$ cat config.mk
export PLATFORM = sky130hd
export DESIGN_NAME = zip_dbg_top
export DESIGN_NICKNAME = d
export VERILOG_FILES = /design/src/logic/zip_dbg_pkg.sv /design/src/logic/dbg_skid.sv /design/src/logic/dbg_axil_slave.sv /design/src/logic/cpu_ctrl.sv /design/src/logic/dbg_regbank.sv /design/src/logic/zip_dbg_top.sv
export SDC_FILE = /design/constraint.sdc
export NUM_CORES = 1
export LEC_CHECK = 0
export BUFFER_PORTS_ARGS = -buffer_cell sky130_fd_sc_hd__buf_2
export CAP_MARGIN = 20
export CORE_MARGIN = 2
export CORE_UTILIZATION = 50
export DETAILED_ROUTE_END_ITERATION = 6
export MAX_ROUTING_LAYER = met4
export PLACE_DENSITY = 0.72
export SYNTH_ARGS = -nofsm -noshare
export SYNTH_HDL_FRONTEND = slang
export SYNTH_SLANG_ARGS = --single-unit
$ cat constraint.sdc
create_clock -name S_AXI_ACLK -period 2.9 [get_ports S_AXI_ACLK]
set_input_delay 0.145 -clock S_AXI_ACLK [delete_from_list [all_inputs] [get_ports S_AXI_ACLK]]
set_output_delay 0.145 -clock S_AXI_ACLK [all_outputs]
set_load 0.01 [all_outputs]
$ cat src/logic/zip_dbg_pkg.sv
// Shared types and constants for the debug front end of the soft core.
// Import with a wildcard in any module that needs the widths or structs.

package zip_dbg_pkg;

	////////////////////////////////////////////////////////////
	// Widths with a meaning
	////////////////////////////////////////////////////////////

	// Debug bus word and its byte strobe
	typedef logic [31:0]	dbg_word_t;
	typedef logic [3:0]	dbg_strb_t;
	// One of 32 CPU registers
	typedef logic [4:0]	reg_idx_t;
	// Condition codes from the core
	typedef logic [2:0]	cpu_cc_t;

	////////////////////////////////////////////////////////////
	// Control word bit positions
	////////////////////////////////////////////////////////////

	localparam int RESET_BIT	= 6;
	localparam int STEP_BIT		= 8;
	localparam int HALT_BIT		= 10;
	localparam int CLEAR_CACHE_BIT	= 11;

	// Word address bit that selects the register space
	localparam int REG_SEL_BIT	= 5;

	// Every debug access completes as OKAY
	localparam logic [1:0] RESP_OKAY = 2'b00;

	// Register write with a one-cycle valid
	typedef struct packed {
		logic		valid;
		reg_idx_t	idx;
		dbg_word_t	data;
	} dbg_wr_t;

	// Control word write with the strobe as given on the bus
	typedef struct packed {
		logic		valid;
		dbg_strb_t	strb;
		dbg_word_t	data;
	} dbg_cmd_t;

endpackage

$ cat src/logic/dbg_skid.sv
// One-entry skid buffer for an AXI-lite address or data channel.
// Passes data straight through when empty; upstream ready is a register.
`timescale 1ns/1ps

module dbg_skid #(
	parameter int DW = 8
)(
	input  logic		S_AXI_ACLK,
	input  logic		S_AXI_ARESETN,
	// Upstream side
	input  logic		i_valid,
	output logic		o_ready,
	input  logic [DW-1:0]	i_data,
	// Downstream side
	output logic		o_valid,
	input  logic		i_ready,
	output logic [DW-1:0]	o_data
);

	// Held word, only meaningful while r_valid is set
	logic		r_valid;
	logic [DW-1:0]	r_data;

	////////////////////////////////////////////////////////////
	// Holding register
	////////////////////////////////////////////////////////////

	// Fill when a word arrives and downstream refuses it
	always_ff @(posedge S_AXI_ACLK)
	begin
		if (!S_AXI_ARESETN)
			r_valid <= 1'b0;
		else if (i_valid && o_ready && o_valid && !i_ready)
			r_valid <= 1'b1;
		else if (i_ready)
			r_valid <= 1'b0;
	end

	// Capture whatever sits on the input while empty
	always_ff @(posedge S_AXI_ACLK)
	begin
		if (o_ready)
			r_data <= i_data;
	end

	////////////////////////////////////////////////////////////
	// Outputs
	////////////////////////////////////////////////////////////

	// Ready drops only once the buffer holds a word
	assign o_ready = !r_valid;

	// Held word has priority, it came first
	assign o_valid = i_valid || r_valid;
	assign o_data  = r_valid ? r_data : i_data;

endmodule

$ cat src/logic/dbg_axil_slave.sv
// AXI-lite debug slave: joins AW and W, splits control and register space,
// holds register writes across core stalls and answers reads.
`timescale 1ns/1ps

module dbg_axil_slave
	import zip_dbg_pkg::*;
#(
	parameter int C_DBG_ADDR_WIDTH = 8
)(
	input  logic				S_AXI_ACLK,
	input  logic				S_AXI_ARESETN,
	// AXI-lite debug port
	input  logic				S_DBG_AWVALID,
	output logic				S_DBG_AWREADY,
	input  logic [C_DBG_ADDR_WIDTH-1:0]	S_DBG_AWADDR,
	input  logic [2:0]			S_DBG_AWPROT,
	input  logic				S_DBG_WVALID,
	output logic				S_DBG_WREADY,
	input  dbg_word_t			S_DBG_WDATA,
	input  dbg_strb_t			S_DBG_WSTRB,
	output logic				S_DBG_BVALID,
	input  logic				S_DBG_BREADY,
	output logic [1:0]			S_DBG_BRESP,
	input  logic				S_DBG_ARVALID,
	output logic				S_DBG_ARREADY,
	input  logic [C_DBG_ADDR_WIDTH-1:0]	S_DBG_ARADDR,
	input  logic [2:0]			S_DBG_ARPROT,
	output logic				S_DBG_RVALID,
	input  logic				S_DBG_RREADY,
	output dbg_word_t			S_DBG_RDATA,
	output logic [1:0]			S_DBG_RRESP,
	// Core and control side
	input  logic				i_cpu_stall,
	input  dbg_word_t			i_status,
	input  dbg_word_t			i_reg_rdata,
	output reg_idx_t			o_reg_ridx,
	output dbg_wr_t				o_reg_wr,
	output logic				o_reg_wr_accept,
	output dbg_cmd_t			o_cmd
);

	// Byte address bits below the word
	localparam int DBGLSB = $clog2($bits(dbg_word_t) / 8);
	localparam int WAW    = C_DBG_ADDR_WIDTH - DBGLSB;

	logic			awskd_valid, wskd_valid, arskd_valid;
	logic [WAW-1:0]		awskd_addr, arskd_addr;
	dbg_word_t		wskd_data;
	dbg_strb_t		wskd_strb;
	logic			write_ready, read_ready;
	// Register write waiting for the core
	logic			wr_pend;
	reg_idx_t		wr_idx;
	dbg_word_t		wr_data;
	// Bank read one cycle from RDATA
	logic			rd_inflight;

	////////////////////////////////////////////////////////////
	// Write path
	////////////////////////////////////////////////////////////

	dbg_skid #(.DW(WAW)) u_awskd (
		.S_AXI_ACLK(S_AXI_ACLK), .S_AXI_ARESETN(S_AXI_ARESETN),
		.i_valid(S_DBG_AWVALID), .o_ready(S_DBG_AWREADY),
		.i_data(S_DBG_AWADDR[C_DBG_ADDR_WIDTH-1:DBGLSB]),
		.o_valid(awskd_valid), .i_ready(write_ready), .o_data(awskd_addr)
	);

	dbg_skid #(.DW($bits(dbg_word_t) + $bits(dbg_strb_t))) u_wskd (
		.S_AXI_ACLK(S_AXI_ACLK), .S_AXI_ARESETN(S_AXI_ARESETN),
		.i_valid(S_DBG_WVALID), .o_ready(S_DBG_WREADY),
		.i_data({ S_DBG_WDATA, S_DBG_WSTRB }),
		.o_valid(wskd_valid), .i_ready(write_ready),
		.o_data({ wskd_data, wskd_strb })
	);

	// Both halves present, B free, nothing still held for the core
	assign write_ready = awskd_valid && wskd_valid && !wr_pend
			&& (!S_DBG_BVALID || S_DBG_BREADY);

	// Register space write with at least one byte lane
	assign o_reg_wr_accept = write_ready && awskd_addr[REG_SEL_BIT] && (|wskd_strb);

	// Control word goes straight out as a strobe
	assign o_cmd = '{valid: write_ready && !awskd_addr[REG_SEL_BIT],
			strb: wskd_strb, data: wskd_data};

	// Pending flag, cleared on the first non-stalled cycle
	always_ff @(posedge S_AXI_ACLK)
	begin
		if (!S_AXI_ARESETN)
			wr_pend <= 1'b0;
		else if (o_reg_wr_accept)
			wr_pend <= 1'b1;
		else if (!i_cpu_stall)
			wr_pend <= 1'b0;
	end

	always_ff @(posedge S_AXI_ACLK)
	begin
		if (o_reg_wr_accept)
		begin
			wr_idx  <= awskd_addr[4:0];
			wr_data <= wskd_data;
		end
	end

	// Bank sees the write exactly once
	assign o_reg_wr = '{valid: wr_pend && !i_cpu_stall, idx: wr_idx, data: wr_data};

	// B channel, one response per accepted write
	always_ff @(posedge S_AXI_ACLK)
	begin
		if (!S_AXI_ARESETN)
			S_DBG_BVALID <= 1'b0;
		else if (write_ready)
			S_DBG_BVALID <= 1'b1;
		else if (S_DBG_BREADY)
			S_DBG_BVALID <= 1'b0;
	end

	assign S_DBG_BRESP = RESP_OKAY;

	////////////////////////////////////////////////////////////
	// Read path
	////////////////////////////////////////////////////////////

	dbg_skid #(.DW(WAW)) u_arskd (
		.S_AXI_ACLK(S_AXI_ACLK), .S_AXI_ARESETN(S_AXI_ARESETN),
		.i_valid(S_DBG_ARVALID), .o_ready(S_DBG_ARREADY),
		.i_data(S_DBG_ARADDR[C_DBG_ADDR_WIDTH-1:DBGLSB]),
		.o_valid(arskd_valid), .i_ready(read_ready), .o_data(arskd_addr)
	);

	// Writes drain before any read is taken
	assign read_ready = arskd_valid && !rd_inflight && !wr_pend
			&& (!S_DBG_RVALID || S_DBG_RREADY);

	// Bank registers this index every cycle
	assign o_reg_ridx = arskd_addr[4:0];

	always_ff @(posedge S_AXI_ACLK)
	begin
		if (!S_AXI_ARESETN)
			rd_inflight <= 1'b0;
		else
			rd_inflight <= read_ready && arskd_addr[REG_SEL_BIT];
	end

	// Status answers next cycle, registers one cycle later
	always_ff @(posedge S_AXI_ACLK)
	begin
		if (!S_AXI_ARESETN)
			S_DBG_RVALID <= 1'b0;
		else if (!S_DBG_RVALID || S_DBG_RREADY)
			S_DBG_RVALID <= (read_ready && !arskd_addr[REG_SEL_BIT]) || rd_inflight;
	end

	// Holds while RVALID waits
	always_ff @(posedge S_AXI_ACLK)
	begin
		if (!S_DBG_RVALID || S_DBG_RREADY)
			S_DBG_RDATA <= rd_inflight ? i_reg_rdata : i_status;
	end

	assign S_DBG_RRESP = RESP_OKAY;

endmodule

$ cat src/logic/cpu_ctrl.sv
// Core control: reset hold after power-up, halt, step, clear-cache and
// reset commands from the debug port, and the debug status word.
`timescale 1ns/1ps

module cpu_ctrl
	import zip_dbg_pkg::*;
#(
	parameter int	RESET_DURATION	= 10,
	parameter bit	START_HALTED	= 1'b0
)(
	input  logic		S_AXI_ACLK,
	input  logic		S_AXI_ARESETN,
	input  dbg_cmd_t	i_cmd,
	input  logic		i_reg_wr_accept,
	// From the core
	input  logic		i_cpu_reset,
	input  logic		i_cpu_stall,
	input  logic		i_cpu_break,
	input  logic		i_interrupt,
	input  cpu_cc_t		i_cpu_cc,
	output dbg_word_t	o_status,
	// To the core
	output logic		o_cmd_reset,
	output logic		o_cmd_halt,
	output logic		o_cmd_step,
	output logic		o_cmd_clear_cache,
	output logic		o_halted
);

	// Counter wide enough for the full hold
	localparam int CW = (RESET_DURATION > 0) ? $clog2(RESET_DURATION + 1) : 1;

	logic [CW-1:0]	reset_cnt;
	// Command byte lanes
	logic		cmd_lo, cmd_hi;

	assign cmd_lo = i_cmd.valid && i_cmd.strb[0];
	assign cmd_hi = i_cmd.valid && i_cmd.strb[1];

	////////////////////////////////////////////////////////////
	// Reset hold
	////////////////////////////////////////////////////////////

	// Reloads on either reset, counts down to zero
	always_ff @(posedge S_AXI_ACLK)
	begin
		if (!S_AXI_ARESETN || i_cpu_reset)
			reset_cnt <= CW'(RESET_DURATION);
		else if (reset_cnt != 0)
			reset_cnt <= reset_cnt - 1'b1;
	end

	// High for RESET_DURATION cycles, plus one-cycle command pulses
	always_ff @(posedge S_AXI_ACLK)
	begin
		if (!S_AXI_ARESETN || i_cpu_reset)
			o_cmd_reset <= 1'b1;
		else
			o_cmd_reset <= (reset_cnt > 1)
				|| (i_cpu_break && !START_HALTED)
				|| (cmd_lo && i_cmd.data[RESET_BIT]);
	end

	////////////////////////////////////////////////////////////
	// Halt
	////////////////////////////////////////////////////////////

	always_ff @(posedge S_AXI_ACLK)
	begin
		if (!S_AXI_ARESETN || i_cpu_reset)
			o_cmd_halt <= START_HALTED;
		else if (o_cmd_reset && START_HALTED)
			o_cmd_halt <= START_HALTED;
		else
		begin
			// Release, or run for a single step
			if (cmd_hi && (!i_cmd.data[HALT_BIT] || i_cmd.data[STEP_BIT]))
				o_cmd_halt <= 1'b0;
			// Reasons to halt, these win over a release
			if (i_cpu_break && START_HALTED)
				o_cmd_halt <= 1'b1;
			if (cmd_hi && i_cmd.data[HALT_BIT] && !i_cmd.data[STEP_BIT])
				o_cmd_halt <= 1'b1;
			if (cmd_hi && i_cmd.data[CLEAR_CACHE_BIT])
				o_cmd_halt <= 1'b1;
			// Core must sit still while a register changes
			if (i_reg_wr_accept)
				o_cmd_halt <= 1'b1;
			// Step or cache clear just finished
			if ((o_cmd_step || o_cmd_clear_cache) && !i_cpu_stall)
				o_cmd_halt <= 1'b1;
		end
	end

	////////////////////////////////////////////////////////////
	// Step and clear-cache
	////////////////////////////////////////////////////////////

	// Held until the core takes a non-stalled cycle
	always_ff @(posedge S_AXI_ACLK)
	begin
		if (!S_AXI_ARESETN || i_cpu_reset)
			o_cmd_step <= 1'b0;
		else if (cmd_hi && i_cmd.data[STEP_BIT])
			o_cmd_step <= 1'b1;
		else if (!i_cpu_stall)
			o_cmd_step <= 1'b0;
	end

	// Needs halt set in the same word
	always_ff @(posedge S_AXI_ACLK)
	begin
		if (!S_AXI_ARESETN || i_cpu_reset)
			o_cmd_clear_cache <= 1'b0;
		else if (cmd_hi && i_cmd.data[CLEAR_CACHE_BIT] && i_cmd.data[HALT_BIT])
			o_cmd_clear_cache <= 1'b1;
		else if (!i_cpu_stall)
			o_cmd_clear_cache <= 1'b0;
	end

	////////////////////////////////////////////////////////////
	// Status word
	////////////////////////////////////////////////////////////

	always_comb
	begin
		o_status = '0;
		o_status[16] = i_interrupt;
		o_status[14] = i_cpu_break;
		o_status[13:11] = i_cpu_cc;
		o_status[HALT_BIT] = o_cmd_halt;
		o_status[9] = !i_cpu_stall;
		// Interrupt pending, old position
		o_status[7] = i_interrupt;
		o_status[RESET_BIT] = o_cmd_reset;
	end

	// Core reports halted by dropping its stall
	assign o_halted = !i_cpu_stall;

endmodule

$ cat src/logic/dbg_regbank.sv
// CPU register bank as seen from the debug port: 32 words, one write
// port driven by the debug slave and one registered read port.
`timescale 1ns/1ps

module dbg_regbank
	import zip_dbg_pkg::*;
(
	input  logic		S_AXI_ACLK,
	// Write port, one-cycle strobe
	input  dbg_wr_t		i_wr,
	// Read port, data one cycle later
	input  reg_idx_t	i_ridx,
	output dbg_word_t	o_rdata
);

	localparam int NREGS = 2 ** $bits(reg_idx_t);

	// Storage only, no reset
	dbg_word_t	mem [0:NREGS-1];

	////////////////////////////////////////////////////////////
	// Write port
	////////////////////////////////////////////////////////////

	always_ff @(posedge S_AXI_ACLK)
	begin
		if (i_wr.valid)
			mem[i_wr.idx] <= i_wr.data;
	end

	////////////////////////////////////////////////////////////
	// Read port
	////////////////////////////////////////////////////////////

	// Registered every cycle, the slave picks the right one
	always_ff @(posedge S_AXI_ACLK)
	begin
		o_rdata <= mem[i_ridx];
	end

endmodule

$ cat src/logic/zip_dbg_top.sv
// Debug and control front end of the soft core: AXI-lite debug slave,
// core control and the debug register bank, wired together.
`timescale 1ns/1ps

module zip_dbg_top
	import zip_dbg_pkg::*;
#(
	parameter int	C_DBG_ADDR_WIDTH	= 8,
	parameter int	RESET_DURATION		= 10,
	parameter bit	START_HALTED		= 1'b0
)(
	input  logic				S_AXI_ACLK,
	input  logic				S_AXI_ARESETN,
	// AXI-lite debug port
	input  logic				S_DBG_AWVALID,
	output logic				S_DBG_AWREADY,
	input  logic [C_DBG_ADDR_WIDTH-1:0]	S_DBG_AWADDR,
	input  logic [2:0]			S_DBG_AWPROT,
	input  logic				S_DBG_WVALID,
	output logic				S_DBG_WREADY,
	input  dbg_word_t			S_DBG_WDATA,
	input  dbg_strb_t			S_DBG_WSTRB,
	output logic				S_DBG_BVALID,
	input  logic				S_DBG_BREADY,
	output logic [1:0]			S_DBG_BRESP,
	input  logic				S_DBG_ARVALID,
	output logic				S_DBG_ARREADY,
	input  logic [C_DBG_ADDR_WIDTH-1:0]	S_DBG_ARADDR,
	input  logic [2:0]			S_DBG_ARPROT,
	output logic				S_DBG_RVALID,
	input  logic				S_DBG_RREADY,
	output dbg_word_t			S_DBG_RDATA,
	output logic [1:0]			S_DBG_RRESP,
	// Core side
	input  logic				i_interrupt,
	input  logic				i_cpu_reset,
	input  logic				i_cpu_stall,
	input  logic				i_cpu_break,
	input  cpu_cc_t				i_cpu_cc,
	output logic				o_cmd_reset,
	output logic				o_cmd_halt,
	output logic				o_cmd_step,
	output logic				o_cmd_clear_cache,
	output logic				o_halted
);

	dbg_wr_t	reg_wr;
	dbg_cmd_t	cmd;
	reg_idx_t	reg_ridx;
	dbg_word_t	reg_rdata, status;
	logic		reg_wr_accept;

	dbg_axil_slave #(.C_DBG_ADDR_WIDTH(C_DBG_ADDR_WIDTH)) u_slave (
		.S_AXI_ACLK, .S_AXI_ARESETN,
		.S_DBG_AWVALID, .S_DBG_AWREADY, .S_DBG_AWADDR, .S_DBG_AWPROT,
		.S_DBG_WVALID, .S_DBG_WREADY, .S_DBG_WDATA, .S_DBG_WSTRB,
		.S_DBG_BVALID, .S_DBG_BREADY, .S_DBG_BRESP,
		.S_DBG_ARVALID, .S_DBG_ARREADY, .S_DBG_ARADDR, .S_DBG_ARPROT,
		.S_DBG_RVALID, .S_DBG_RREADY, .S_DBG_RDATA, .S_DBG_RRESP,
		.i_cpu_stall, .i_status(status), .i_reg_rdata(reg_rdata),
		.o_reg_ridx(reg_ridx), .o_reg_wr(reg_wr),
		.o_reg_wr_accept(reg_wr_accept), .o_cmd(cmd)
	);

	cpu_ctrl #(.RESET_DURATION(RESET_DURATION), .START_HALTED(START_HALTED)) u_ctrl (
		.S_AXI_ACLK, .S_AXI_ARESETN,
		.i_cmd(cmd), .i_reg_wr_accept(reg_wr_accept),
		.i_cpu_reset, .i_cpu_stall, .i_cpu_break, .i_interrupt, .i_cpu_cc,
		.o_status(status),
		.o_cmd_reset, .o_cmd_halt, .o_cmd_step, .o_cmd_clear_cache, .o_halted
	);

	dbg_regbank u_regbank (
		.S_AXI_ACLK,
		.i_wr(reg_wr), .i_ridx(reg_ridx), .o_rdata(reg_rdata)
	);

endmodule

==> metrics, run 1 <==
largest net degree at the start of global routing 97; Synth Cell Area roughly 0.047 mm²; origin of the critical flop-to-flop path u_slave.u_arskd.r_valid$_SDFFE_PN0P_; vias in the first global route 28,700; placed cell count roughly 4,600; vias per inst 6.06; gr ovfl total 0; core footprint 0.0921 mm²; Non-Filler Instances ~4,900; first-pass GRT wire length 178 mm; Fmax about 0.34 GHz; PwrDens just under 700 mW/mm²; DRC viols 0; DRT antenna net count 0; Peak VDD IR approximately 0.46 mV; gpl congestion ~0.84; setup TNS -35.8 ps; initial antenna violation count 2; failing checks setup timing; H-tree depth 3; Seq/Total Area, Yosys 74.5%; Area Overhead vs Synth 17.1%; Slowest-stage cell, CP a21oi_2; total CTS buffers approximately 120; Hold Slack 228 ps; Reg clk slew, reported paths ~60 ps; Post-Syn Instances about 3,300; Max clock buf depth 3; worst-path cell chain nor2b_1, nand3_1, a21oi_2, a32oi_1, nand4_1, nor4b_1; fin util 59.3%; Fillers 6,697; 1st-pass router iterations 5; number of synthesis warnings 0; Largest delay share family, worst path compound AO/OA/AOI/OAI gates; Skew-Pair Late Insertion Delay 700 ps; hold_sp S_DBG_WDATA[18]; port bufs just over 100; Post-DP HPWL about 65 mm; syn avg cell area around 14 µm²; Worst Path Buf+Inv 0; clk root buf clkbuf_16; initial drt markers roughly 3,900; Worst Setup Path Type flip-flop to flip-flop; Ports around 120; outcome finished with violations; WL/cell 25.3 µm; Period Utilization, post-route 101%; predominant post-synthesis flop cell edfxtp_1; Netlist cell types 52; Post-synth EDFFs 1,093; CP Capture Type flip-flop; Worst Setup Start Kind flip-flop; final worst setup slack -30.7 ps; GRT Resource Usage Total between 20% and 30%; Critical Path Source u_slave.u_arskd.r_valid$_SDFFE_PN0P_; total wire length between 100 and 150 mm; # Max-Cap Violations 0; die height just over 300 µm; Starting Density 50.6%; slowest cell delay on critical path between 1000 and 1500 ps; TritonCTS clock tree done; Synth async-reset ratio 0%; Design Power roughly 37 mW; total clock sinks 1,188; CP required roughly 3500 ps; die area around 0.096 mm²; setup violators final 2; RSZ-0062 raised after global routing no; crit path max fanout 16; P_leak 18.4 nW; row count about 110; Max Slew Vio Count 0; CP Data Arrival Time around 3500 ps; synthesized flop and latch total about 1,200; Hold Path Class input pin to flip-flop; Final Hold Viols 0; Slew HR 14.7%; via count between 20,000 and 30,000; Die W 309 µm; final net count between 3,000 and 4,000; layout cell share with drive strength beyond 1 between 10% and 20%; fin crit period ~3000 ps; skew final about 27 ps; measured slew at the worst slew-check pin roughly 1300 ps
==> report_power, final <==
group	switching [mW]	internal (mW)
registers	0.341	19.1
clock network	6.30	8.71
logic	1.80	1.01
==> cell type report <==
cell class / count / area [µm²] / share of cell area, %
Inverter: 49 / 193 / 0.353
Tap cell: 1243 / 1560 / 2.85
Antenna cell: 3 / 7.51 / 0.0138
Sequential cell: 1188 / 34700 / 63.7
Multi-Input combinational cell: 1862 / 11200 / 20.5
Timing Repair Buffer: 309 / 3100 / 5.69
Clock inverter: 62 / 671 / 1.23
Clock buffer: 155 / 3120 / 5.72
==> state kept, by name, summed over array words and instances (netlist names), 5 cells and up <==
| signal | flops |
|---|---|
| u_regbank.o_rdata | 32 |
| u_slave.u_wskd.r_data | 36 |
| u_regbank.mem | 1024 |
| u_slave.u_awskd.r_data | 6 |
| u_slave.wr_idx | 5 |
| u_slave.wr_data | 32 |
| u_slave.u_arskd.r_data | 6 |
| u_slave.S_DBG_RDATA | 32 |
==> metrics by stage <==
step	setup slack [ps]	area, µm²
after CTS	5.33	54100
after global routing	6.77	54600
after floorplan	129	46600
final	-30.7	54600
after global placement	112	49700
after detailed placement	48.6	49700
==> synth_stat cells, types with 2 or more instances <==
cell / instances / area share, %
or3b_2: 2 / 0.038
a211oi_1: 66 / 1.1
nor3_1: 43 / 0.46
or3_1: 4 / 0.054
dfxtp_1: 95 / 4.1
nor2b_1: 4 / 0.054
a32oi_1: 124 / 2.3
nor4b_2: 20 / 0.64
nand3b_1: 6 / 0.097
o21ai_0: 161 / 1.7
o221ai_1: 2 / 0.038
inv_2: 2 / 0.016
o21a_1: 64 / 1.0
o22ai_1: 31 / 0.42
nand2b_1: 4 / 0.054
nor4b_1: 12 / 0.23
and2_1: 23 / 0.31
a21oi_1: 261 / 2.8
buf_4: 11 / 0.18
inv_1: 47 / 0.38
a31oi_1: 4 / 0.054
buf_2: 48 / 0.52
mux2i_1: 130 / 2.8
clkbuf_1: 129 / 1.0
nand2_1: 535 / 4.3
nand4_1: 36 / 0.48
a22oi_1: 2 / 0.032
buf_1: 30 / 0.24
ha_1: 3 / 0.081
o211ai_1: 32 / 0.52
nand3_1: 76 / 0.82
edfxtp_1: 1093 / 70
nor2_1: 145 / 1.2
mux2_2: 48 / 1.2
==> worst register-to-register path, cell delays in order (launching register included) <==
cell	delay (ps)
dfxtp_4	470
nor2b_1	260
nand3_1	380
a21oi_2	1130
a32oi_1	200
nand4_1	280
nor4b_1	90
==> cells in the final DEF, fill, tap and decap left out, types with 6 or more instances in the layout <==
master         count
edfxtp_1        1093
nand2_1          535
a21oi_1          255
o21ai_0          161
mux2i_1          130
a32oi_1          124
clkbuf_16        119
nor2_1           111
buf_2            102
dfxtp_1           92
buf_4             78
nand3_1           76
a211oi_1          66
o21a_1            64
dlygate4sd3_1     64
mux2_2            48
buf_12            48
nor3_1            43
inv_1             42
nand4_1           36
nor2_4            34
clkbuf_1          33
o211ai_1          32
o22ai_1           31
clkinv_2          25
and2_1            23
nor4b_2           20
clkinv_1          16
bufinv_16         13
nor4b_1           12
buf_16            11
a21oi_4            7
nand3b_1           6
==> worst paths after layout <==
kind / slack (ps) / cells after the start / end
min reg2reg: 470 / 1 / u_slave.u_wskd.r_data[13]$_DFF_P_
min: 230 / 3 / u_slave.u_wskd.r_data[22]$_DFF_P_
max: -30 / 6 / u_regbank.o_rdata[24]$_DFF_P_
max reg2reg: -30 / 6 / u_regbank.o_rdata[24]$_DFF_P_
==> layer usage <==
layer / GRT usage, % / part of all wire (%)
met5: - / 0
met4: 8.40 / 2.7
met3: 4.71 / 10
met2: 40.9 / 49
met1: 34.1 / 39
==> kinds of logic (layout without fill, tap and decap cells) <==
kind of cell	count (synthesis)	in the layout	share of synthesized area, %
buffers and inverters	267	575	2.37
adders and majority gates	3	3	0.0806
muxes	180	180	4.03
and+or+nand+nor	914	915	8.77
other	1	7	0.00805
AOI/OAI and AO/OA	757	759	10.2
DFF	1188	1188	74.5
xor gates and xnor gates	1	1	0.0188
==> what timing repair did <==
| item | in CTS | in global routing |
|---|---|---|
| setup buffers | 0 | 6 |
| endpoints found under the hold margin | 104 | 0 |
| hold buffers | 64 | 0 |
| gates resized for setup | 0 | 5 |
| setup endpoints to repair | 0 | 23 |
No activity file was read; power rests on OpenSTA's default activity.
==> inputs of run 2 (changes only) <==
--- a/config.mk
+++ b/config.mk
@@ -5,13 +5,13 @@
 export SDC_FILE = /design/constraint.sdc
 export NUM_CORES = 1
 export LEC_CHECK = 0
-export BUFFER_PORTS_ARGS = -buffer_cell sky130_fd_sc_hd__buf_2
 export CAP_MARGIN = 20
 export CORE_MARGIN = 2
 export CORE_UTILIZATION = 50
 export DETAILED_ROUTE_END_ITERATION = 6
+export DONT_BUFFER_PORTS = 1
 export MAX_ROUTING_LAYER = met4
-export PLACE_DENSITY = 0.72
+export PLACE_DENSITY = 0.71
 export SYNTH_ARGS = -nofsm -noshare
 export SYNTH_HDL_FRONTEND = slang
 export SYNTH_SLANG_ARGS = --single-unit
==> metrics, run 2 (same netlist as run 1, synthesis figures left out) <==
setup TNS 0 ps (was -35.8 ps); area post-placement 0.0491 mm² (was 0.0497 mm²); gpl congestion 0.824 (was 0.844); commonest non-fill, non-tap cells in the layout edfxtp_1 (1,093), nand2_1 (535), a21oi_1 (255) (unchanged); Worst Setup Path Type flip-flop to flip-flop (unchanged); CP Capture Type flip-flop (unchanged); Period Utilization, post-route 97.9% (was 101%); Hold Slack 34.5 ps (was 228 ps); RSZ-0062 raised after global routing no (unchanged); TritonCTS clock tree done (unchanged); Die W 309 µm (unchanged); Int Power 28.6 mW (was 28.8 mW); clk root buf clkbuf_16 (unchanged); max reg flops 1,024 (unchanged); H-tree depth 3 (unchanged); outcome completed (was finished with violations); WHS Path Cells 5 (was 3); skew final 38.5 ps (was 27.3 ps); final instance area 0.0539 mm² (was 0.0546 mm²); origin of the critical flop-to-flop path u_slave.u_arskd.r_valid$_SDFFE_PN0P_ (unchanged); Peak VDD IR 0.562 mV (was 0.463 mV); Logic pwr share 7.0% (was 7.5%); Net Switching 8.35 mW (was 8.44 mW); Fmax 0.352 GHz (was 0.341 GHz); gr ovfl total 0 (unchanged); worst-case reg-to-reg path depth 7 (was 6); Non-Filler Instances 4,744 (was 4,871); port bufs 0 (was 103); via count 28,900 (was 29,500); setup violators final 0 (was 2); initial drt markers 3,597 (was 3,851); GRT Resource Usage Total 25.6% (was 25.8%); DRC viols 0 (unchanged); WHS Endpoint u_regbank.o_rdata[19]$_DFF_P_ (was u_slave.u_wskd.r_data[22]$_DFF_P_); most common cell after layout, fill and taps aside edfxtp_1 (unchanged); die height 309 µm (unchanged); Ports 118 (unchanged); vias per inst 6.10 (was 6.06); Hold Path Class input pin to flip-flop (unchanged); final net count 3,476 (was 3,600); CP Data Arrival Time 3380 ps (was 3490 ps); Max clock buf depth 3 (unchanged); Starting Density 50.6% (unchanged); Reg2Reg Setup Slack 60 ps (was -30 ps); Clk network pwr share 40.4% (was 40.3%); Design Power 37.0 mW (was 37.2 mW); Critical Path Source u_slave.u_arskd.r_valid$_SDFFE_PN0P_ (unchanged); Skew-Pair Late Insertion Delay 700 ps (about the same); layout cell share with drive strength beyond 1 12.1% (was 15.0%); total CTS buffers 113 (was 115); total wire length 121 mm (was 123 mm); Worst R2R End u_regbank.o_rdata[11]$_DFF_P_ (was u_regbank.o_rdata[24]$_DFF_P_); hold_sp S_DBG_ARADDR[3] (was S_DBG_WDATA[18]); first-pass GRT wire length 176 mm (was 178 mm); DRT antenna net count 0 (unchanged); CP required 3440 ps (was 3460 ps); biggest regs u_regbank.mem x1024, u_slave.u_wskd.r_data x36 (unchanged); 1st-pass router iterations 6 (was 5); WL/cell 25.4 µm (was 25.3 µm); fin crit period 2840 ps (was 2930 ps); PwrDens 687 mW/mm² (was 682 mW/mm²); Final Hold Viols 0 (unchanged); Slew HR 21.2% (was 14.7%); largest register by flop count u_regbank.mem (unchanged); switch share 22.6% (was 22.7%); total clock sinks 1,188 (unchanged); Post-DP HPWL 64.2 mm (was 64.7 mm); placed cell count 4,449 (was 4,564); core footprint 0.0921 mm² (unchanged); Area Overhead vs Synth 15.6% (was 17.1%); Max Slew Vio Count 0 (unchanged); row count 111 (unchanged); initial antenna violation count 1 (was 2); P_leak 17.9 nW (was 18.4 nW); vias in the first global route 28,200 (was 28,700); # Max-Cap Violations 0 (unchanged); crit path max fanout 31 (was 16); sequential share of power 52.6% (was 52.1%); Worst Setup Start Kind flip-flop (unchanged); largest net degree at the start of global routing 98 (was 97); Reg clk slew, reported paths 70 ps (was 60 ps); measured slew at the worst slew-check pin 1180 ps (was 1280 ps); die area 0.0957 mm² (unchanged)
## run 2: cell types whose count changed in the layout (fill, tap and decap cells not counted), sizes merged
cell / previous run / this run
inv: 55 / 54
diode: 3 / 1
clkinv: 42 / 40
a21oi: 263 / 261
dlygate4sd3: 64 / 66
buf: 243 / 124
nor2: 146 / 145
clkbuf: 157 / 154
clkinvlp: 1 / 4
bufinv: 13 / 11
## run 2: critical path: stages, from the launching register on
cell and delay [ps]:
dfxtp_4 510, nor2b_1 250, a31oi_1 130, buf_4 180, nor2_4 880, a32oi_1 280
nand4_1 350, nor4b_2 90
## run 2: how the worst max path moves through the flow
stage | slack (ps) | cells past startpoint | to
after floorplan | 130 | 2 | u_regbank.mem[19][0]$_DFFE_PP_
after global placement | 190 | 7 | u_regbank.o_rdata[3]$_DFF_P_
after detailed placement | 230 | 7 | u_regbank.o_rdata[21]$_DFF_P_
after CTS | 180 | 7 | u_regbank.o_rdata[21]$_DFF_P_
after global routing | 0.8 | 7 | u_regbank.o_rdata[11]$_DFF_P_
final | 60 | 7 | u_regbank.o_rdata[11]$_DFF_P_
## run 2: per-stage QoR
stage                     worst slack, ps  utilization (%)
after global routing                0.766             58.5
after CTS                             178             58.1
final                                59.6             58.5
after global placement                192             53.3
after detailed placement              231             53.3
after floorplan                       129                -
## run 2: power groups by stage
stage          registers, mW  clock network (mW)  logic [mW]
4_1_cts                 19.6                15.1        2.38
2_1_floorplan           19.6                   0        1.55
3_3_place_gp            19.9                   0        2.23
6_report                19.5                15.0        2.58
5_1_grt                 19.5                15.8        2.77
3_5_place_dp            19.9                   0        2.28
## run 2: layout make-up
type / count / area [µm²]
flip-flops and latches: 1188 / 34700
clock inverters: 60 / 622
repair buffers: 190 / 2460
well taps: 1243 / 1560
multi-input cells: 1859 / 11100
fillers: 6723 / 38200
clock buffers: 154 / 3170
inverters: 49 / 191
diodes: 1 / 2.50
## run 2: what timing repair did
action,4_1_cts,5_1_grt
hold buffers,66,0
buffers inserted,0,0
gates resized for setup,0,0
hold endpoints to repair,104,0
## run 2: routing by layer
layer | wire length [µm] | global-route usage (%) | vias up
met5 | 0 | - | -
met4 | 3980 | 9.38 | 0
met3 | 12000 | 3.66 | 263
met2 | 58000 | 40.8 | 1625
met1 | 46600 | 33.9 | 14300
li1 | - | - | 12800
